<file path="src/verilog/lenet_pkg.sv">
`default_nettype none

package lenet_pkg;

	// image and layer geometry
	localparam int IMAGE_SIZE   = 12;
	localparam int IMAGE_PIXELS = IMAGE_SIZE * IMAGE_SIZE;
	localparam int KERNEL       = 5;
	localparam int KERNEL_TAPS  = KERNEL * KERNEL;
	localparam int CONV_SIZE    = IMAGE_SIZE - KERNEL + 1; // valid conv, stride 1
	localparam int POOL_SIZE    = CONV_SIZE / 2;           // 2x2 max pool
	localparam int C1_MAPS      = 2;
	localparam int FEATURES     = C1_MAPS * POOL_SIZE * POOL_SIZE;
	localparam int CLASSES      = 10;

	localparam int FRAC_BITS = 8; // q8.8 pixels and weights

	// coefficient memory regions
	localparam int CONV_W_BASE  = 0;
	localparam int CONV_B_BASE  = CONV_W_BASE + C1_MAPS * KERNEL_TAPS;
	localparam int FC_W_BASE    = CONV_B_BASE + C1_MAPS;
	localparam int FC_B_BASE    = FC_W_BASE + CLASSES * FEATURES;
	localparam int WEIGHT_DEPTH = FC_B_BASE + CLASSES;

	typedef logic signed [15:0] pixel_t;  // pixel or pooled feature
	typedef logic signed [15:0] weight_t;
	typedef logic signed [31:0] acc_t;    // wraps, no saturation
	typedef logic [7:0]         pix_addr_t;
	typedef logic [8:0]         weight_addr_t;
	typedef logic [4:0]         feat_addr_t;
	typedef logic [3:0]         digit_t;

	// top level sequencing
	typedef enum logic [2:0] {
		ST_IDLE,
		ST_LOAD,
		ST_CONV,
		ST_CLASSIFY,
		ST_DONE
	} ctrl_state_t;

endpackage

`default_nettype wire

</file>
<file path="src/verilog/image_mem.sv">
`timescale 1ns/1ps
`default_nettype none

module image_mem import lenet_pkg::*; (
	input  logic      clk,
	input  logic      rst,
	input  logic      load_active,
	input  pixel_t    pixel,
	input  pix_addr_t rd_addr,
	output pixel_t    rd_data
);

	pixel_t    mem [IMAGE_PIXELS]; // raster order
	pix_addr_t wr_cnt;

	// write pointer follows the load window
	always_ff @(posedge clk) begin
		if (!rst)
			wr_cnt <= '0;
		else if (load_active)
			wr_cnt <= wr_cnt + 1'b1;
		else
			wr_cnt <= '0;
	end

	always_ff @(posedge clk) begin
		if (load_active)
			mem[wr_cnt] <= pixel;
		rd_data <= mem[rd_addr]; // one cycle read latency
	end

	// window from control must not outlast the buffer
	a_wr_in_range: assert property (
		@(posedge clk) disable iff (!rst) load_active |-> (wr_cnt < IMAGE_PIXELS)
	);

endmodule

`default_nettype wire

</file>
<file path="config.mk">
export PLATFORM = sky130hd
export DESIGN_NAME = image_mem
export DESIGN_NICKNAME = d
export VERILOG_FILES = /design/src/verilog/lenet_pkg.sv /design/src/verilog/image_mem.sv
export SDC_FILE = /design/constraint.sdc
export NUM_CORES = 2
export LEC_CHECK = 0
export BUFFER_PORTS_ARGS = -buffer_cell sky130_fd_sc_hd__buf_2
export CAP_MARGIN = 0
export CORE_AREA = 5 5 431 433
export DETAILED_ROUTE_END_ITERATION = 6
export DIE_AREA = 0 0 436 438
export SETUP_SLACK_MARGIN = 0.02
export SLEW_MARGIN = 20
export SYNTH_ARGS = -nofsm -noshare
export SYNTH_HDL_FRONTEND = slang
export SYNTH_SLANG_ARGS = --single-unit
export TNS_END_PERCENT = 100
</file>
<file path="constraint.sdc">
create_clock -name clk -period 4.7 [get_ports clk]
set_input_delay 0.94 -clock clk [delete_from_list [all_inputs] [get_ports clk]]
set_output_delay 0.94 -clock clk [all_outputs]
set_load 0.1 [all_outputs]
</file>
Word-level counts from Yosys, hierarchy flattened
Memory sizes are Yosys's and may differ from the RTL's. A register that Yosys moved wholly into a read port is not among the register bits.
Cells that the tools add are included.
{ "classes": {"reduce_logical": 1, "add_sub_neg": 1, "mux": 2} }
{ "op_table": {"columns": ["operator", "n"], "rows": [
  ["8-bit by 1-bit adder with 8-bit output (second input constant)", 1],
  ["1-bit 2-to-1 mux", 2],
  ["2-bit AND reduction", 1]
]} }
{ "totals": {"out_inout_bits": 16, "wordCells": 6, "mem_count": 1, "register_bits": 8, "ram_bits": 2304, "inputBits": 27} }
{ "memory_table": {"columns": ["name", "depth", "word_bits", "rd", "rd_clocked_by_memory_dff", "write_ports", "line", "rtl"], "rows": [
  ["mem", 144, 16, 1, 1, 1, "image_mem.sv:13", "pixel_t mem [IMAGE_PIXELS];"]
]} }

Longest topological paths before layout
{ "logic_depth": {"depth_word": 2, "depth_mapped": 13, "mapped_depth_nobuf": 6} }

Least setup slack after synthesis
OpenSTA, ideal clock, no wires.
{ "synth_timing": {"path_type": "in2reg", "start": "input load_active", "end": "memory mem[127][0] (netlist bit) (enable)", "n_path_buf": 2, "path_slack_ps": 1561, "cell_stages": 4, "t_required_ps": 4291, "t_arrival_ps": 2730, "setup_time_ps": 409, "path_cell_list": "clkbuf_1 buf_1 nand2_1 nor3_1"} }
{ "synth_via": {"elab_chain_len": 2} }
{ "synth_rtl": {"columns": ["item", "line", "rtl"], "rows": [
  ["start, declared", "image_mem.sv:7", "input logic load_active,"],
  ["1-bit 2-to-1 mux", "image_mem.sv:27", "if (load_active)"],
  ["1-bit 2-to-1 mux (not written as such)", "image_mem.sv:28", "mem[wr_cnt] <= pixel;"],
  ["end, declared", "image_mem.sv:13", null]
]} }
Every way passes these cells.

==> results.yml <==
status:
  outcome: "finished clean"
place:
  placed_cells: 6644
  placed_cell_area_um2: 94800
  dp.final_hpwl_um: 146000
  numPortBuffers: 42
  place_ws_ns: 0.501
  gp_congestion: 0.876
timing:
  tightest_slew_ns: 1.26
  final.setup_skew_ns: 0.0375
  holdWs_ns: 0.346
  hold_viol_final: 0
  period_share_pct: 71.3
  post-route-min-period_ns: 3.35
  setup-tns-final_ns: 0
  setup_viol: 0
  relSlewSlack_pct: 15.6
  drv_slew: 0
  fin_ws_ns: 1.35
  rsz0062_at_grt: "false"
  fmax_mhz: 298
logic_synthesis:
  yosysSeqAreaShare_pct: 77.4
  ys_seq_elements: 2328
  netlist.area_leader.share_pct: 76.8
  synth_common_cells: "edfxtp_1 (2,304), mux4_2 (465), mux2i_1 (218), nor2_1 (167), nand2_1 (81)"
  syn_area_um2: 90100
  synthFlopType: "edfxtp_1"
  avgSynthCellArea_um2: 21.8
  synth_cells: 4130
  synth-edff-count: 2304
  yosysWarnings: 0
  synth.area.top_cells: "edfxtp_1 (77%), mux4_2 (12%), mux2i_1 (2.4%)"
  yosysMostFrequentCell: "edfxtp_1"
  synth_fp_nets: 4161
  synth_cell_types: 64
  synth_area_leader_cell: "edfxtp_1"
  async_reset_ff_share_pct: 0
route:
  wl_per_cell_um: 33.6
  post-route-drc-count: 0
  drtIter0Drc: 5362
  detail-route-antenna-nets: 0
  wirelength_um: 238000
  viasPerCell: 6.22
  vias: 44000
  dr.pass1.iters: 7
pwr:
  finalPower_mw: 42.7
  p_leak_nw: 32.5
  power_density_nw_per_um2: 418
  peakVddDrop_mv: 0.358
setup_path:
  rrSetupSlack_ns: 1.48
  slowest_delay_ns: 0.62
  rr_endpoint: "mem[78][9]"
  end_kind: "flip-flop"
  slowest_stage: "a211oi_1"
  r2r_start: "wr_cnt[2]"
  critPathRequiredTime_ns: 5.50
  start_kind: "primary input"
  worstPathMaxFanout: 36
  crit_type: "primary input to flip-flop"
  crit_family: "buffers and inverters"
  cp.buffers_inverters: 4
  crit_cells: 10
  arrival_ns: 4.15
  r2r_cells: 4
  crit_path_cell_trace: "buf_8 -> buf_12 -> buf_4 -> mux2i_1 -> o22ai_1 -> a211oi_1 -> or4_1 -> a211oi_1 -> buf_4 -> a211o_1"
floorplanning:
  initial_utilization_pct: 49.6
  fp.coreArea_um2: 182000
  die_height_um: 438
  die_width_um: 436
  die_area_um2: 191000
  io_pins: 43
  num_rows: 157
hold_path:
  holdCritStartpoint: "pixel[15]"
  holdPathStages: 1
  min_to: "mem[54][15]"
  hold_class: "primary input to flip-flop"
cts:
  cts.htree.levels: 4
  cts_tree: "yes"
  cts.sinks: 2328
  insertion_delay_ns: 0.86
  cts_setup_buffers: 0
  cts_root_buf: "clkbuf_16"
  ctsResizeCount: 0
  clock_path_buffers: 3
  cts.clk_slew.worst_paths_ns: 0.06
  holdBufCountCts: 0
  cts_made_buffers: 228
layout:
  multi_input_area_um2: 19000
  synthToLayoutAreaGrowth_pct: 13.2
  fin_cells: 7078
  fill_cells: 13400
  final_cell_area_um2: 102000
  fin_nets: 4520
  final_util_pct: 56.1
  seqCellArea_um2: 69700
  drive_above_1_share_pct: 27.0
grt:
  grt_usage_pct: 25.0
  grt_util_met3_pct: 4.23
  grt_pass1_wl_um: 339000
  antenna_found_initial: 8
  grt_use_met1_pct: 36.5
  grt_util_met2_pct: 39.2
  busiest_layer: "met2"
  grt_overflow_total: 0
  grt_max_degree: 145
  grt_pass1_vias: 43700
flow_run:
  maxCapViolCount: 0
[layout by cell type (no fill, tap or decap), drive strengths merged, types with 23 or more instances in the layout]
cell / instances
nor2b: 32
a211oi: 64
buf: 362
nand3: 37
o21ai: 23
clkinv: 109
clkbuf: 296
edfxtp: 2304
and2: 26
a22oi: 44
dfxtp: 24
mux2i: 218
nor3: 32
o22ai: 77
mux4: 502
a21oi: 55
nor2: 167
nand2: 81
mux2: 57
[flip-flops by register name (all words and copies together) (netlist names)]
name and cells:
rd_data 16, mem 2304, wr_cnt 8
[layer usage]
layer	vias to the layer above	share of wire, %
met5	-	0.0050
met4	2	3.2
met3	340	7.7
met2	1833	47
met1	23700	42
li1	18200	-
[power by group]
group | leakage [nW] | switching [mW] | total [mW] | internal [mW]
clock | 3.50 | 7.73 | 17.5 | 9.77
combinational | 8.07 | 1.53 | 2.28 | 0.749
sequential | 20.9 | 0.0491 | 22.9 | 22.8
total | 32.5 | 9.31 | 42.7 | 33.4
[how the worst max path moves through the flow]
stage / slack [ns] / start / to
2_1_floorplan: 1.56 / load_active / mem[127][0]
3_3_place_gp: 0.47 / rd_addr[0] / rd_data[12]
3_5_place_dp: 0.50 / rd_addr[0] / rd_data[12]
4_1_cts: 1.41 / rd_addr[0] / rd_data[12]
5_1_grt: 1.29 / rd_addr[0] / rd_data[9]
6_report: 1.35 / rd_addr[0] / rd_data[12]
[worst register-to-register path, delay by kind of cell (launching register included)]
kind | cells | cell delay, ns
flops | 1 | 0.77
simple gates | 3 | 1.76
buf+inv | 1 | 0.34
[layout make-up]
| class | instances | area share, % |
|---|---|---|
| Tap cell | 2385 | 2.93 |
| Antenna cell | 9 | 0.0221 |
| Clock inverter | 130 | 1.14 |
| Clock buffer | 295 | 5.90 |
| Inverter | 3 | 0.0135 |
| Multi-Input combinational cell | 1565 | 18.6 |
| Timing Repair Buffer | 363 | 3.06 |
| Sequential cell | 2328 | 68.3 |
[kinds of logic after synthesis]
family | share of synthesized area [%]
DFF | 77.4
muxes | 15.8
and+or+nand+nor | 2.08
AOI/OAI and AO/OA | 2.84
buffers and inverters | 1.77
xor gates and xnor gates | 0.0583
adders and majority gates | 0.0556
Note: power is estimated with default switching activity, not from simulation.
