## src/verilog/lenet_pkg.sv

```systemverilog
`default_nettype none

package lenet_pkg;

	// image and layer geometry
	localparam int IMAGE_SIZE   = 12;
	localparam int IMAGE_PIXELS = IMAGE_SIZE * IMAGE_SIZE;
	localparam int KERNEL       = 5;
	localparam int KERNEL_TAPS  = KERNEL * KERNEL;
	localparam int CONV_SIZE    = IMAGE_SIZE - KERNEL + 1; // valid conv, stride 1
	localparam int POOL_SIZE    = CONV_SIZE / 2;           // 2x2 max pool
	localparam int C1_MAPS      = 2;
	localparam int FEATURES     = C1_MAPS * POOL_SIZE * POOL_SIZE;
	localparam int CLASSES      = 10;

	localparam int FRAC_BITS = 8; // q8.8 pixels and weights

	// coefficient memory regions
	localparam int CONV_W_BASE  = 0;
	localparam int CONV_B_BASE  = CONV_W_BASE + C1_MAPS * KERNEL_TAPS;
	localparam int FC_W_BASE    = CONV_B_BASE + C1_MAPS;
	localparam int FC_B_BASE    = FC_W_BASE + CLASSES * FEATURES;
	localparam int WEIGHT_DEPTH = FC_B_BASE + CLASSES;

	typedef logic signed [15:0] pixel_t;  // pixel or pooled feature
	typedef logic signed [15:0] weight_t;
	typedef logic signed [31:0] acc_t;    // wraps, no saturation
	typedef logic [7:0]         pix_addr_t;
	typedef logic [8:0]         weight_addr_t;
	typedef logic [4:0]         feat_addr_t;
	typedef logic [3:0]         digit_t;

	// top level sequencing
	typedef enum logic [2:0] {
		ST_IDLE,
		ST_LOAD,
		ST_CONV,
		ST_CLASSIFY,
		ST_DONE
	} ctrl_state_t;

endpackage

`default_nettype wire

```

## src/verilog/lenet_control.sv

```systemverilog
`timescale 1ns/1ps
`default_nettype none

module lenet_control import lenet_pkg::*; (
	input  logic clk,
	input  logic rst,
	input  logic start,
	input  logic conv_done,
	input  logic fc_done,
	output logic load_active,
	output logic conv_start,
	output logic fc_start,
	output logic result_valid
);

	ctrl_state_t state;
	pix_addr_t   load_cnt; // pixels taken so far

	logic load_last;

	assign load_last = (load_cnt == pix_addr_t'(IMAGE_PIXELS - 1));

	always_ff @(posedge clk) begin
		if (!rst) begin
			state    <= ST_IDLE;
			load_cnt <= '0;
			fc_start <= 1'b0;
		end else begin
			fc_start <= conv_done && (state == ST_CONV); // one cycle behind conv_done
			case (state)
				ST_IDLE, ST_DONE: begin
					if (start) begin // only accepted here
						state    <= ST_LOAD;
						load_cnt <= '0;
					end
				end
				ST_LOAD: begin
					if (load_last)
						state <= ST_CONV;
					else
						load_cnt <= load_cnt + 1'b1;
				end
				ST_CONV: begin
					if (conv_done)
						state <= ST_CLASSIFY;
				end
				ST_CLASSIFY: begin
					if (fc_done)
						state <= ST_DONE; // digit lands on same edge
				end
				default: state <= ST_IDLE;
			endcase
		end
	end

	assign load_active  = (state == ST_LOAD);
	assign conv_start   = (state == ST_LOAD) && load_last; // last pixel cycle
	assign result_valid = (state == ST_DONE);

	// datapath done pulses only arrive in their own phase
	a_conv_done_phase: assert property (
		@(posedge clk) disable iff (!rst) conv_done |-> (state == ST_CONV)
	);

	a_fc_done_phase: assert property (
		@(posedge clk) disable iff (!rst) fc_done |-> (state == ST_CLASSIFY)
	);

endmodule

`default_nettype wire

```

## config.mk

```make
export PLATFORM = sky130hd
export DESIGN_NAME = lenet_control
export DESIGN_NICKNAME = d
export VERILOG_FILES = /design/src/verilog/lenet_pkg.sv /design/src/verilog/lenet_control.sv
export SDC_FILE = /design/constraint.sdc
export NUM_CORES = 1
export LEC_CHECK = 0
export BUFFER_PORTS_ARGS = -buffer_cell sky130_fd_sc_hd__buf_4
export CAP_MARGIN = 25
export CORE_ASPECT_RATIO = 0.7
export CORE_UTILIZATION = 34
export CTS_CLUSTER_SIZE = 30
export DETAILED_ROUTE_END_ITERATION = 8
export PLACE_DENSITY_LB_ADDON = 0.25
export SLEW_MARGIN = 25
export SYNTH_ARGS = -nofsm -noshare
export SYNTH_HDL_FRONTEND = slang
export SYNTH_SLANG_ARGS = --single-unit
```

## constraint.sdc

```tcl
create_clock -name clk -period 4.12 [get_ports clk]
set_input_delay 0.824 -clock clk [delete_from_list [all_inputs] [get_ports clk]]
set_output_delay 0.824 -clock clk [all_outputs]
set_load 0.02 [all_outputs]
```

==> Word-level counts from Yosys, hierarchy flattened <==
Index checks and enable logic that the tools add are counted.
{ "totals": {"reg_bits": 12, "word_cells": 29} }
{ "classes": {"muxes": 8, "eq_ne": 10, "n_addsub": 1, "n_reduce_logical": 7} }
{ "op_table": {"columns": ["operator", "count"], "rows": [
  ["8-bit 2-to-1 mux", 2],
  ["8-bit case mux with 2 select lines", 1],
  ["3-bit 2-to-1 mux", 4],
  ["3-bit case mux with 4 select lines", 1],
  ["8-bit by 1-bit adder with 8-bit output (second input constant)", 1],
  ["8-bit == test (second input constant)", 1],
  ["2-bit != test (second input constant)", 4],
  ["3-bit by 2-bit == test with 1-bit output (second input constant)", 2],
  ["4-bit AND reduction", 1],
  ["3-bit by 1-bit == test with 1-bit output (second input constant)", 1],
  ["3-bit == test (second input constant)", 1],
  ["3-bit zero test", 1],
  ["3-bit AND reduction", 1],
  ["1-bit logical AND", 2],
  ["2-bit by 1-bit != test with 1-bit output (second input constant)", 1],
  ["2-bit nonzero test", 1],
  ["2-bit OR reduction", 1]
]} }

==> Logic depth before layout (Yosys ltp) <==
Gate-level depths: netlist of run 1.
{ "depth": {"word_depth": 4, "depth_mapped": 6} }

==> Worst setup path after synthesis of run 1 <==
OpenSTA, ideal clock, no wires.
{ "synth_timing": {"path_kind": "register to output", "startpoint": "reg load_cnt[4]", "endpoint": "out conv_start", "arrival_ns": 1.240, "required_ns": 3.296, "slack_ns": 2.056, "stages_incl_launch_ff": 4, "cell_sequence": "dfxtp_1 > or4b_1 > nor2_1 > and2_1"} }
{ "synth_between": {"elab_chain_len": 2} }
{ "synth_rtl": {"columns": ["item", "line", "text"], "rows": [
  ["from (decl)", "lenet_control.sv:17", "pix_addr_t load_cnt;"],
  ["from (signal assigned)", "lenet_control.sv:41", "load_cnt <= load_cnt + 1'b1;"],
  ["8-bit == test", "lenet_control.sv:21", "assign load_last = (load_cnt == pix_addr_t'(IMAGE_PIXELS - 1));"],
  ["1-bit logical AND", "lenet_control.sv:57", "assign conv_start = (state == ST_LOAD) && load_last;"],
  ["to (decl)", "lenet_control.sv:11", "output logic conv_start,"]
]} }
No other way between the ends.

==> Final worst setup path of run 1 <==
{ "layout_timing": {"startpoint": "reg load_cnt[5]", "endpoint": "out conv_start"} }
The elaborated chain is that of the path after synthesis.

==> results of run 1 <==
-- power breakdown --
group          internal (uW)  leakage (uW)  switching [uW]
clock network           53.7     0.0000210            38.8
registers                122     0.0000973            10.4
logic                   19.8      0.000159            29.9
-- flip-flops by register name, indices dropped and copies added (netlist names) --
| name | flops |
|---|---|
| fc_start | 1 |
| state | 3 |
| load_cnt | 8 |
-- per-layer routing --
layer  track usage (%)  vias to the layer above
met3              8.33                        2
met5                 0                        -
met1              22.8                      278
li1                  -                      310
met2              25.6                        9
met4              3.95                        0
-- synth_stat cells --
cell type	count	area share (%)
dfxtp_1	12	38
a21oi_1	7	5.6
nand3_1	7	5.6
nand2_1	6	3.6
nand4_1	5	5.0
nor2_1	5	3.0
o211ai_1	4	4.8
nand2b_1	3	3.0
or4_1	3	3.6
a22o_1	2	2.8
a31oi_1	2	2.0
and2_1	2	2.0
buf_2	2	1.6
o21ai_0	2	1.6
and3_1	1	0.99
ha_1	1	2.0
inv_1	1	0.59
nand3b_1	1	1.2
nand4b_1	1	1.4
nor3_1	1	0.79
nor3b_4	1	3.0
o211a_1	1	1.6
o21ai_2	1	1.4
o31ai_1	1	1.2
or3_1	1	0.99
or4b_1	1	1.6
xor2_1	1	1.4
-- critical path, delay by kind of cell, from the launching register on --
| kind | cells | cell delay [ns] |
|---|---|---|
| buf+inv | 1 | 0.14 |
| flops | 1 | 0.36 |
| simple gates | 3 | 0.86 |
-- worst max path at each step --
stage                  to  cells past startpoint  slack, ns
6_report       conv_start                      4       1.67
5_1_grt        conv_start                      4       1.57
4_1_cts        conv_start                      4       1.67
3_5_place_dp   conv_start                      4       1.97
3_3_place_gp   conv_start                      4       2.00
2_1_floorplan  conv_start                      3       2.06
-- through the flow --
stage,area [sq um],instances,worst slack (ns),hold WS [ns]
6_report,743,106,1.67,0.492
5_1_grt,743,106,1.57,0.524
4_1_cts,743,106,1.67,0.493
3_5_place_dp,707,102,1.97,0.482
3_3_place_gp,707,102,2.00,0.480
2_1_floorplan,631,75,2.06,0.465
-- kinds of logic (layout without fill, tap and decap cells) --
group	Yosys count	in the layout	share of synthesized area (%)
simple gates	38	38	35.5
compound gates	20	20	20.8
buf+inv	3	13	2.18
xor+xnor	1	1	1.39
fa+ha+maj	1	1	1.98
flops	12	12	38.1
-- cell type report --
type                    instances  area (sq um)
clock buffers                   4          36.3
fillers                       168           923
inverters                       1          3.75
multi-input cells              60           377
flip-flops and latches         12           240
well taps                      21          26.3
repair buffers                  8          60.1
==> run metrics, run 1 <==
detailed-route via count=599; top layer reached by signal wires=met4; detailed placer's ending HPWL=937 microns; CTS tree=done; Min-Delay Path Class=register to register; Tcrit/Tclk final=59.5%; # IOs=9; Vias/cell=5.65; final setup fails=0; outcome=finished clean; Leak Pwr=0.000277 uW; Nets=92; Skew-Pair Late Insertion Delay=0.27 ns; Worst setup EP type=output port; most common cell after layout, fill and taps aside=dfxtp_1; post-CTS setup buffers=0; WL met1=705 microns; register area share after synthesis=38.1%; CTS root buf=clkbuf_4; critical path type=register to output port; CTS Buf Count=3; router iterations before antenna repair=4; Max FO, Critical Path=6; die width=53.5 microns; commonest cells after routing, fill and taps aside=dfxtp_1, buf_4, nand3_1, a21oi_1, nand2_1; WP data arrival=1.63 ns; worst r2r src=state[0]$_SDFFE_PN0P_; chip height=38.0 microns; CTS clock-pin slew for the worst setup and hold paths=0.07 ns; Max Clk Rate=408 MHz; GPL Wtd Cong=0.823; die area=2030 sq um; Sink Count=12; hold path start=load_cnt[1]$_SDFFE_PN0P_; num rows=12; Core ar.=1670 sq um; Final Core Density=44.6%; RSZ-0062 raised after global routing=false; Starting Density=37.8%; Cell Area, Synth=631 sq um; metal3 WL=73 microns; crit path launch type=register; Reg2Reg Capture Point=load_cnt[7]$_SDFFE_PN0P_; Yosys reg bits=12; CP max stage delay=0.62 ns; total grt overflow=0; Req. time, crit path=3.30 ns; Worst slew margin=64.7%; MaxCap Viol Count=0; Worst Skew=0.00169 ns; # diodes=0; # H-tree levels=1; Max Slew Vio Count=0; Mapped Nets=81; final hold vios=0; Mapped Cells=75; Avg Cell Area, Syn=8.41 sq um; wire length per cell=12.9 microns; VDD IR max=221 uV; critical path, cell by cell=or4b_1 -> nor2_1 -> and2_1 -> buf_4; Netlist cell types=27; worst reg2reg setup slack=2.14 ns; cells on worst reg2reg path=4; Post-Route WL=1.37 mm; vias in the first global route=495; Power Density=370 nW/um^2; largest net degree at the start of global routing=15; post_cts resized=0; Total Power=275 uW; # port buffers=8; Antenna Violating Nets Remaining=0; Tmin final=2.45 ns; hold endpoint=load_cnt[1]$_SDFFE_PN0P_; met2 WL=576 microns; worst hold stages=2; Ys Warns=0; initial antenna violation count=0; GRT Total Usage=17.4%; Clock Path Buffers=2; CTS hold repair buffers=0; drt drc=0; first-pass GRT wire length=2.44 mm; Layout area overhead=17.9%; CP max-delay cell=or4b_1; Worst setup startpoint=load_cnt[5]$_SDFFE_PN0P_; first-iteration detailed-routing DRC count=25; slew of the pin with the lowest slew margin=0.529 ns; share of layout cells above drive strength 1=16.5%; Sum Neg Setup Slack=0 ns
Note: power is estimated with default switching activity, not from simulation.
==> run 2, diff against run 1 <==
==> constraint.sdc (replaced) <==
create_clock -name clk -period 2.4 [get_ports clk]
set_input_delay 0.48 -clock clk [delete_from_list [all_inputs] [get_ports clk]]
set_output_delay 0.48 -clock clk [all_outputs]
set_load 0.02 [all_outputs]
==> run metrics, run 2 (synthesis results as in run 1) <==
worst r2r src=load_cnt[5]$_SDFFE_PN0P_; Tcrit/Tclk final=88.0%; initial antenna violation count=0; most common cell after layout, fill and taps aside=dfxtp_1; Layout fillers=165; final setup fails=0; post-CTS setup buffers=0; cells on worst reg2reg path=4; Max FO, Critical Path=6; Starting Density=37.8%; # H-tree levels=1; share of layout cells above drive strength 1=16.5%; drt drc=0; WP data arrival=1.63 ns; CTS tree=done; Storage cell area=240 sq um; Clock Path Buffers=2; post_cts resized=0; # diodes=0; first-iteration detailed-routing DRC count=15; largest net degree at the start of global routing=15; num rows=12; Worst slew margin=67.2%; Placed Area=714 sq um; max FFs per register=8; die width=53.5 microns; Top Registers=load_cnt: 8 flops, state: 3 flops, fc_start: 1 flops; router iterations before antenna repair=4; first-pass GRT wire length=2.30 mm; detailed-route via count=608; Worst Skew=0.00355 ns; wire length per cell=13.0 microns; MaxCap Viol Count=0; total grt overflow=0; # port buffers=8; Reg2Reg Capture Point=load_cnt[4]$_SDFFE_PN0P_; Vias/cell=5.74; CTS Buf Count=3; Tmin final=2.11 ns; Nets=93; Max Clk Rate=473 MHz; die area=2030 sq um; CTS hold repair buffers=0; Min-Delay Path Class=input pin to register; detailed placer's ending HPWL=1000 microns; RSZ-0062 raised after global routing=false; Layout area overhead=16.9%; VDD IR max=245 uV; final hold vios=0; Skew-Pair Late Insertion Delay=0.27 ns; Sink Count=12; Max Slew Vio Count=0; Sum Neg Setup Slack=0 ns; worst reg2reg setup slack=0.50 ns; Leak Pwr=0.000275 uW; Req. time, crit path=1.92 ns; final instance area=737 sq um; crit path launch type=register; Antenna Violating Nets Remaining=0; GRT Total Usage=16.3%; # IOs=9; GPL Wtd Cong=0.852; Worst setup EP type=output port; slew of the pin with the lowest slew margin=0.492 ns; critical path type=register to output port; hold endpoint=fc_start$_SDFF_PN0_; Power Density=595 nW/um^2; commonest cells after routing, fill and taps aside=dfxtp_1, buf_4, nand3_1, a21oi_1, nand2_1; chip height=38.0 microns; CTS clock-pin slew for the worst setup and hold paths=0.07 ns; Post-Route WL=1.37 mm; vias in the first global route=490; outcome=finished clean; CTS root buf=clkbuf_4; hold path start=conv_done; largest register by flop count=load_cnt; worst hold stages=3; Multi-input gate area=377 sq um; Core ar.=1670 sq um
==> run 2: changes by cell type in the layout (fill, tap and decap cells not counted), sizes merged <==
| cell | change |
|---|---|
| clkbuf | -1 |
| buf | +1 |
==> run 2: worst max-delay path by stage <==
stage	cells past startpoint	start	to	slack [ns]
final	4	load_cnt[5]$_SDFFE_PN0P_	conv_start	0.29
after global routing	4	load_cnt[5]$_SDFFE_PN0P_	conv_start	0.22
after CTS	4	load_cnt[5]$_SDFFE_PN0P_	conv_start	0.28
after detailed placement	4	load_cnt[5]$_SDFFE_PN0P_	load_cnt[4]$_SDFFE_PN0P_	0.52
after global placement	4	load_cnt[4]$_SDFFE_PN0P_	load_cnt[4]$_SDFFE_PN0P_	0.59
after floorplan	5	state[1]$_SDFFE_PN0P_	load_cnt[5]$_SDFFE_PN0P_	0.64
==> run 2: where the power goes <==
part	internal [uW]	switching, uW	leakage (uW)
Clock	58.1	62.4	0.0000138
Sequential	209	19.2	0.0000973
Combinational	37.7	51.3	0.000164
==> run 2: metrics by stage <==
| stage | power [uW] | hold slack, ns | cells | util [%] | setup slack [ns] |
|---|---|---|---|---|---|
| floorplan | 291 | 0.465 | 75 | - | 0.643 |
| global placement | 323 | 0.482 | 103 | 42.9 | 0.591 |
| detailed placement | 321 | 0.489 | 103 | 42.9 | 0.522 |
| CTS | 441 | 0.449 | 106 | 44.2 | 0.281 |
| global route | 465 | 0.454 | 106 | 44.2 | 0.219 |
| finish | 438 | 0.458 | 106 | 44.2 | 0.287 |
==> run 2: cell type report <==
cell class	count	area share (%)
clock buffer	3	3.06
timing repair buffer	9	9.17
sequential	12	32.6
tap	21	3.57
multi-input combinational	60	51.1
inverter	1	0.509
==> run 2: layer usage <==
layer	part of all wire (%)	vias up	track usage, %
li1	-	311	-
met1	49	272	21.4
met2	43	23	24.4
met3	7.3	2	8.33
met4	0.58	0	1.97
met5	0	-	0
==> run 2: worst max-delay path, stage by stage (launching register included) <==
cell and delay (ns):
dfxtp_1 0.35, or4b_1 0.63, nor2_1 0.12, and2_1 0.13
buf_4 0.13
