<file path="src/verilog/lenet_pkg.sv">
`default_nettype none

package lenet_pkg;

	// image and layer geometry
	localparam int IMAGE_SIZE   = 12;
	localparam int IMAGE_PIXELS = IMAGE_SIZE * IMAGE_SIZE;
	localparam int KERNEL       = 5;
	localparam int KERNEL_TAPS  = KERNEL * KERNEL;
	localparam int CONV_SIZE    = IMAGE_SIZE - KERNEL + 1; // valid conv, stride 1
	localparam int POOL_SIZE    = CONV_SIZE / 2;           // 2x2 max pool
	localparam int C1_MAPS      = 2;
	localparam int FEATURES     = C1_MAPS * POOL_SIZE * POOL_SIZE;
	localparam int CLASSES      = 10;

	localparam int FRAC_BITS = 8; // q8.8 pixels and weights

	// coefficient memory regions
	localparam int CONV_W_BASE  = 0;
	localparam int CONV_B_BASE  = CONV_W_BASE + C1_MAPS * KERNEL_TAPS;
	localparam int FC_W_BASE    = CONV_B_BASE + C1_MAPS;
	localparam int FC_B_BASE    = FC_W_BASE + CLASSES * FEATURES;
	localparam int WEIGHT_DEPTH = FC_B_BASE + CLASSES;

	typedef logic signed [15:0] pixel_t;  // pixel or pooled feature
	typedef logic signed [15:0] weight_t;
	typedef logic signed [31:0] acc_t;    // wraps, no saturation
	typedef logic [7:0]         pix_addr_t;
	typedef logic [8:0]         weight_addr_t;
	typedef logic [4:0]         feat_addr_t;
	typedef logic [3:0]         digit_t;

	// top level sequencing
	typedef enum logic [2:0] {
		ST_IDLE,
		ST_LOAD,
		ST_CONV,
		ST_CLASSIFY,
		ST_DONE
	} ctrl_state_t;

endpackage

`default_nettype wire

</file>
<file path="src/verilog/feature_if.sv">
`timescale 1ns/1ps
`default_nettype none

// pooled features, conv engine to classifier
interface feature_if import lenet_pkg::*; ();

	logic       feat_we;   // one strobe per feature
	feat_addr_t feat_addr; // map*16 + row*4 + col
	pixel_t     feat_data;
	logic       feat_last; // with the final write

	modport conv (output feat_we, feat_addr, feat_data, feat_last);
	modport fc (input feat_we, feat_addr, feat_data, feat_last);

endinterface

`default_nettype wire

</file>
<file path="src/verilog/conv_pool_engine.sv">
`timescale 1ns/1ps
`default_nettype none

module conv_pool_engine import lenet_pkg::*; (
	input  logic         clk,
	input  logic         rst,
	input  logic         conv_start,
	output pix_addr_t    pix_addr,
	input  pixel_t       pix_data,
	output weight_addr_t coef_addr,
	input  weight_t      coef_data,
	output logic         conv_done,
	feature_if.conv      feat
);

	// taps, then bias fetch, then activate and pool
	typedef enum logic [1:0] {
		E_IDLE,
		E_TAP,
		E_BIAS,
		E_ACT
	} eng_state_t;

	eng_state_t state;

	logic [$clog2(C1_MAPS)-1:0]   map;
	logic [$clog2(POOL_SIZE)-1:0] pr;      // pooled row
	logic [$clog2(POOL_SIZE)-1:0] pc;      // pooled col
	logic [1:0]                   sub;     // {sr, sc} inside 2x2 window
	logic [$clog2(KERNEL)-1:0]    kr;
	logic [$clog2(KERNEL)-1:0]    kc;
	logic                         tap_vld; // read data of a tap is back

	acc_t      acc;
	acc_t      prod;
	acc_t      conv_sum;
	acc_t      shifted;
	pixel_t    act;
	pixel_t    pool_max;
	pixel_t    max_next;
	pix_addr_t conv_row;
	pix_addr_t conv_col;
	logic      last_sub;
	logic      last_feat;

	always_comb begin
		prod     = pix_data * coef_data; // full 32 bit product
		conv_sum = acc + (acc_t'(coef_data) <<< FRAC_BITS); // coef_data is bias here
		shifted  = conv_sum >>> FRAC_BITS;
		act      = pixel_t'(shifted); // keep low 16 bits
		if (act[$bits(pixel_t)-1])
			act = '0; // relu
		max_next  = ((sub == 2'd0) || (act > pool_max)) ? act : pool_max;
		last_sub  = (sub == 2'd3);
		last_feat = last_sub && (map == C1_MAPS - 1) &&
			(pr == POOL_SIZE - 1) && (pc == POOL_SIZE - 1);
	end

	// window origin is 2*pooled + sub position
	always_comb begin
		conv_row = pix_addr_t'({pr, 1'b0}) + pix_addr_t'(sub[1]) + pix_addr_t'(kr);
		conv_col = pix_addr_t'({pc, 1'b0}) + pix_addr_t'(sub[0]) + pix_addr_t'(kc);
		pix_addr = pix_addr_t'(conv_row * IMAGE_SIZE + conv_col);
		if (state == E_BIAS)
			coef_addr = weight_addr_t'(CONV_B_BASE + map);
		else
			coef_addr = weight_addr_t'(CONV_W_BASE + map * KERNEL_TAPS + kr * KERNEL + kc);
	end

	always_ff @(posedge clk) begin
		if (!rst) begin
			state          <= E_IDLE;
			map            <= '0;
			pr             <= '0;
			pc             <= '0;
			sub            <= '0;
			kr             <= '0;
			kc             <= '0;
			tap_vld        <= 1'b0;
			feat.feat_we   <= 1'b0;
			feat.feat_last <= 1'b0;
		end else begin
			tap_vld        <= (state == E_TAP);
			feat.feat_we   <= 1'b0;
			feat.feat_last <= 1'b0;
			case (state)
				E_IDLE: begin
					if (conv_start) begin
						state <= E_TAP;
						map   <= '0;
						pr    <= '0;
						pc    <= '0;
						sub   <= '0;
						kr    <= '0;
						kc    <= '0;
					end
				end
				E_TAP: begin
					if (kc == KERNEL - 1) begin
						kc <= '0;
						if (kr == KERNEL - 1) begin
							kr    <= '0;
							state <= E_BIAS;
						end else
							kr <= kr + 1'b1;
					end else
						kc <= kc + 1'b1;
				end
				E_BIAS: state <= E_ACT; // last product accumulates now
				E_ACT: begin
					sub            <= sub + 1'b1;
					feat.feat_we   <= last_sub;
					feat.feat_last <= last_feat;
					state          <= last_feat ? E_IDLE : E_TAP;
					if (last_sub) begin
						pc <= pc + 1'b1; // wraps since sizes are powers of two
						if (pc == POOL_SIZE - 1) begin
							pr <= pr + 1'b1;
							if (pr == POOL_SIZE - 1)
								map <= map + 1'b1;
						end
					end
				end
				default: state <= E_IDLE;
			endcase
		end
	end

	always_ff @(posedge clk) begin
		if ((state == E_IDLE) || (state == E_ACT))
			acc <= '0;
		else if (tap_vld)
			acc <= acc + prod; // wrapping accumulate
		if (state == E_ACT) begin
			pool_max <= max_next;
			if (last_sub) begin
				feat.feat_addr <= {map, pr, pc};
				feat.feat_data <= max_next;
			end
		end
	end

	assign conv_done = feat.feat_last;

	// a new run only reaches an idle engine
	a_start_when_idle: assert property (
		@(posedge clk) disable iff (!rst) conv_start |-> (state == E_IDLE)
	);

endmodule

`default_nettype wire

</file>
<file path="src/flat_wrapper.sv">
// flat-port wrapper written by rule: the top's interface ports become plain ports
module conv_pool_engine_flat import lenet_pkg::*;
  (clk, rst, conv_start, pix_addr, pix_data, coef_addr, coef_data, conv_done, feat_feat_we, feat_feat_addr, feat_feat_data, feat_feat_last);
  feature_if feat_i ();
  input  logic clk;
  input  logic rst;
  input  logic conv_start;
  output pix_addr_t pix_addr;
  input  pixel_t pix_data;
  output weight_addr_t coef_addr;
  input  weight_t coef_data;
  output logic conv_done;
  output wire logic [$bits(feat_i.feat_we)-1:0] feat_feat_we;
  output wire logic [$bits(feat_i.feat_addr)-1:0] feat_feat_addr;
  output wire logic [$bits(feat_i.feat_data)-1:0] feat_feat_data;
  output wire logic [$bits(feat_i.feat_last)-1:0] feat_feat_last;
  assign feat_feat_we = feat_i.feat_we;
  assign feat_feat_addr = feat_i.feat_addr;
  assign feat_feat_data = feat_i.feat_data;
  assign feat_feat_last = feat_i.feat_last;
  conv_pool_engine u_core (.clk(clk), .rst(rst), .conv_start(conv_start), .pix_addr(pix_addr), .pix_data(pix_data), .coef_addr(coef_addr), .coef_data(coef_data), .conv_done(conv_done), .feat(feat_i));
endmodule
</file>
<file path="config.mk">
export PLATFORM = sky130hd
export DESIGN_NAME = conv_pool_engine_flat
export DESIGN_NICKNAME = d
export VERILOG_FILES = /design/src/verilog/lenet_pkg.sv /design/src/verilog/feature_if.sv /design/src/verilog/conv_pool_engine.sv /design/src/flat_wrapper.sv
export SDC_FILE = /design/constraint.sdc
export NUM_CORES = 1
export LEC_CHECK = 0
export BUFFER_PORTS_ARGS = -buffer_cell sky130_fd_sc_hd__buf_4
export CAP_MARGIN = 20
export CELL_PAD_IN_SITES_DETAIL_PLACEMENT = 1
export CELL_PAD_IN_SITES_GLOBAL_PLACEMENT = 1
export CORE_MARGIN = 1
export CORE_UTILIZATION = 50
export DETAILED_ROUTE_END_ITERATION = 8
export PLACE_DENSITY_LB_ADDON = 0.1
export SYNTH_ARGS = -nofsm -noshare
export SYNTH_HDL_FRONTEND = slang
export SYNTH_SLANG_ARGS = --single-unit
</file>
<file path="constraint.sdc">
create_clock -name clk -period 18.8 [get_ports clk]
set_clock_uncertainty 0.15 [all_clocks]
set_input_delay 1.88 -clock clk [delete_from_list [all_inputs] [get_ports clk]]
set_output_delay 1.88 -clock clk [all_outputs]
set_load 0.005 [all_outputs]
</file>
* Yosys cells after proc, flatten, opt, wreduce, memory -nomap -nowiden *
Cells that the tools add are included.

cells by class
  reduce and logical (&&, ||, !) cells = 18
  order comparisons = 1
  eq/ne operators = 14
  bitwise operators = 0
  mux-type cells = 26
  shifts and indexed selects = 0
  divide/modulo/power cells = 0
  add/subtract/negate cells = 16
  $mul = 4

operators with widths
  kind                                               number
  adder 32 bit                                       1
  multiplier 16 x 16 -> 32 bit                       1
  adder 24 bit                                       1
  adder 8 x 3 -> 8 bit                               2
  > comparator 16 bit                                1
  2-to-1 mux 16 bit                                  1
  2-to-1 mux 15 bit                                  1
  2-to-1 mux 2 bit                                   7
  2-to-1 mux 3 bit                                   4
  one-hot mux 2 bit (2 select lines)                 3
  one-hot mux 3 bit (2 select lines)                 2
  equality test 2 bit (second input constant)        5
  adder 9 x 3 -> 9 bit                               1
  2-to-1 mux 9 bit                                   1
  AND reduction 3 bit                                3
  adder 3 x 1 -> 4 bit                               2
  adder 8 bit                                        1
  multiplier 8 x 2 -> 6 bit (second input constant)  1
  one-hot mux 2 bit (4 select lines)                 1
  AND reduction 2 bit                                4
  adder 6 x 1 -> 7 bit (first input constant)        1
  adder 6 x 6 -> 7 bit                               1
  adder 2 x 1 -> 2 bit (second input constant)       3
  adder 3 x 1 -> 3 bit (second input constant)       2
  15 further kinds                                   29

word-level totals
  word-level logic and storage cells = 93
  RAM bits = 0
  output and inout bits = 41
  input bits = 35
  memories = 0
  bits in read-only memories = 0
  bits in latches = 0
  register bits = 87

* Longest topological paths before layout *
  depth after elaboration = 6
  depth in mapped cells = 23
  mapped depth without buffers = 21

* Worst setup path after synthesis *
Ideal clock, no wire load.

  kind = input to register
  start = input coef_data[1]
  end = register u_core.acc[23]
  buffers on the path = 1
  library setup time = 123 ps
  slack = 11,307 ps
  arrival time = 7,220 ps
  cell stages on the path = 21
  required time = 18,527 ps
  path through = clkbuf_1 -> nand2_1 -> fa_1 -> inv_1 -> fa_1 -> inv_1 -> fa_1 -> inv_1 -> fa_1 -> fa_1 -> inv_1 -> fa_1 -> inv_1 -> ha_1 -> or2_2 -> and2_1 -> and3_1 -> a221oi_1 -> o31ai_1 -> xnor2_1 -> o21ai_0

between the ends
  cells in the longest elaborated chain, start to end = 2

RTL lines
  item                          RTL line                 RTL
  start, declared               flat_wrapper.sv:11       input weight_t coef_data;
  multiplier 16 x 16 -> 32 bit  conv_pool_engine.sv:47   prod = pix_data * coef_data;
  adder 32 bit                  conv_pool_engine.sv:133  acc <= acc + prod;
  end signal, assigned          conv_pool_engine.sv:133
  end, declared                 conv_pool_engine.sv:34   acc_t acc;

No other way between the ends.
A chain may end at the register's enable or synchronous reset.

* Worst setup path after layout *
  start = input coef_data[15]
  end = register u_core.acc[23]

The elaborated chain is that of the path after synthesis.

==> results by group <==
Run status
  – Status: complete, but fails checks
  – Failing checks: DRC

Yosys
  – Post-Syn Area per Cell: 9.18 um^2
  – Synth Warn #: 0
  – Count leader, synth: inv_1
  – Synth async-reset ratio: 0%
  – Seq/Total Area, Yosys: 14.4%
  – Top post-synthesis cells by count: 343 x inv_1, 216 x fa_1, 144 x ha_1, 142 x and2_1, 134 x nand2_1
  – Yosys top cell by area: fa_1
  – Synth Instances: 1473
  – Largest cells by area after synthesis: fa_1 32%, ha_1 13%, inv_1 9.5%
  – Post-synth top area share: 32.0%
  – #FFs+latches synth: 79
  – Netlist cell types: 57
  – Post-synth EDFFs: 37
  – Synth Flop Type: dfxtp_1
  – Netlist Area Pre-Place: 0.0135 mm^2

Critical path
  – Worst path required time: 18870 ps
  – CP dominant cell by count: fa_1
  – CP max stage cell: fa_1
  – Crit end category: flip-flop
  – Worst R2R End: u_core.pool_max[0]
  – R2R Setup Slk: 13130 ps
  – Critical path class: in2reg
  – Critical path fanouts, max: 8
  – Cell count of the worst reg-to-reg path: 18
  – CP Launch Type: input pin
  – Worst reg2reg startpoint: u_core.acc[9]
  – CP Cell Sequence: buf_4 > clkinv_1 > nor2_1 > fa_1 > fa_1 > fa_1 > fa_1 > fa_1 > inv_1 > fa_1 > inv_1 > ha_1 > a21o_1 > a21oi_1 > nor2b_1 > or3_1 > a221oi_1 > o31ai_1 > xnor2_1 > o21ai_0
  – Crit path DAT: 7750 ps
  – Max incr delay on CP: 590 ps

Layout
  – Post-route cell area: 0.0146 mm^2
  – Ant. Diodes: 0
  – Nets: 1913
  – P&R area growth vs syn: 8.09%
  – Ratio of cells with drive above 1 in the final layout: 6.83%
  – Post-layout util: 55.6%

CTS
  – CTS resizes: 0
  – Hold_buf cts: 0
  – Cts bufs inserted: 9
  – Clock Path Buffers: 2
  – Worst-Skew Late Latency: 340 ps
  – TritonCTS clock tree: built
  – CTS clock-pin slew for the worst setup and hold paths: 70 ps
  – Max H-tree Level: 3
  – Post-CTS Setup Inserts: 0
  – CTS sink cnt: 79
  – Clock root buffer: clkbuf_16

Floorplan
  – Die Width: 166 um
  – Die height: 166 um
  – Initial core utilization: 51.5%
  – Io pins: 76
  – Die area: 0.0277 mm^2
  – Row Count: 59
  – Core area: 0.0263 mm^2

Worst hold path
  – Hold Path Sink: u_core.feat.feat_addr[1]
  – Min-Delay Path Class: reg2reg
  – WHS Path Cells: 0
  – Hold Path Origin: u_core.pc[1]

Route
  – DRT Pass-1 Iters: 6
  – Average wire per standard cell: 19.0 um
  – Vias per std cell: 5.27
  – DRC: 5
  – Post-route ant nets: 0
  – DRT iter0 DRCs: 417
  – Total wire length: 35300 um
  – Vias post-DR: 9791

Global route
  – Vias in the first global route: 10800
  – Total grt overflow: 0
  – Largest net degree at the start of global routing: 30
  – First-pass GRT wire length: 58400 um
  – Total GRT Usage: 27.1%
  – Initial antenna violation count: 0

STA
  – Final WS setup: 11120 ps
  – Slew Limit Fails: 0
  – Final min period: 7680 ps
  – Unrepaired setup endpoints after global routing: false
  – Final hold vios: 0
  – F_max: 130 MHz
  – Worst Max-Slew Pin Slew: 988 ps
  – Final period utilization: 40.9%
  – Slew HR: 34.1%
  – Setup Total Neg Slack: 0 ps
  – Final setup fails: 0

Placed design
  – Area after DPL: 0.0143 mm^2
  – PortBufs: 73
  – Placer Congestion: 0.865
  – Dpl hpwl: 28400 um
  – Dpl ws: 10740 ps

Job
  – Max Cap Violations: 0
[cell families (layout without fill, tap and decap cells)]
logic type	Yosys count	count (layout)	share of synthesized area [%]
simple gates	393	393	14.8
buf+inv	389	436	11.0
fa+ha+maj	360	360	45.3
compound gates	157	157	7.98
flops	79	79	14.4
xor+xnor	73	73	4.87
mux	21	21	1.59
other cells	1	4	0.0277
[how the worst max path moves through the flow]
stage | startpoint | slack, ps | end | depth (start not counted)
global placement | coef_data[15] | 10990 | u_core.acc[23] | 20
finish | coef_data[15] | 11120 | u_core.acc[23] | 20
detailed placement | coef_data[15] | 10740 | u_core.acc[23] | 20
CTS | coef_data[15] | 11090 | u_core.acc[23] | 20
global route | coef_data[15] | 10870 | u_core.acc[23] | 20
floorplan | coef_data[1] | 11310 | u_core.acc[23] | 21
[metal layers]
layer	GRT usage [%]	wire (um)	part of all wire, %	up-vias
li1	-	-	-	4596
met1	38.2	16400	47	4961
met2	45.0	16800	48	203
met3	3.47	1600	4.5	31
met4	5.19	502	1.4	0
met5	0	0	0	-
[cells in the final DEF (no fill, tap or decap), types with 3 or more instances in the layout]
cell type,synthesis,layout
inv_1,343,343
fa_1,216,216
ha_1,144,144
and2_1,142,142
nand2_1,134,134
buf_4,3,75
xnor2_1,52,52
nor2_1,43,43
dfxtp_1,42,42
edfxtp_1,37,37
a21oi_1,36,36
o21ai_0,36,35
nor2b_1,27,27
a21o_1,22,22
xor2_1,20,20
o31ai_1,18,18
mux2i_1,17,17
nand2b_1,13,13
nand3_1,12,12
clkbuf_16,0,9
a21boi_0,6,6
nor3_1,5,5
o21a_1,5,5
mux2_2,4,4
a31oi_1,4,4
or3_1,4,4
conb_1,1,4
inv_6,0,4
a2111oi_0,3,3
o21bai_1,3,3
and3_1,3,3
a211o_1,3,3
[layout make-up]
type	count	area [um^2]
Clock buffer	9	225
Clock inverter	7	55.1
Fill cell	3017	11700
Inverter	344	1290
Multi-Input combinational cell	1008	10100
Sequential cell	79	1950
Tap cell	335	419
Timing Repair Buffer	76	574
[registers in the layout, summed over array words and instances (netlist names)]
register and cells:
u_core.pool_max 16, u_core.tap_vld 1, u_core.pr 2, u_core.pc 2, u_core.acc 24, u_core.state 2
u_core.kc 3, u_core.feat.feat_addr 5, u_core.map 1, u_core.sub 2, u_core.feat.feat_we 1, u_core.feat.feat_data 16
u_core.kr 3, u_core.conv_done 1
[metrics by stage]
step | hold WS [ps] | cells
after floorplan | 284 | 1476
after global placement | 316 | 1841
after detailed placement | 311 | 1841
after CTS | 347 | 1857
after global routing | 352 | 1858
final | 353 | 1858
[critical path: cells and delay by family]
kind	cells	cell delay (ps)
buffers and inverters	4	560
AO/OA/AOI/OAI	5	840
adder cells (fa/ha/maj)	7	3610
XOR/XNOR	1	180
AND/OR/NAND/NOR	3	690
Power is left out: the tool's default activity adds up to more than one toggle a clock period on the data nets, which glitch-free logic cannot reach.
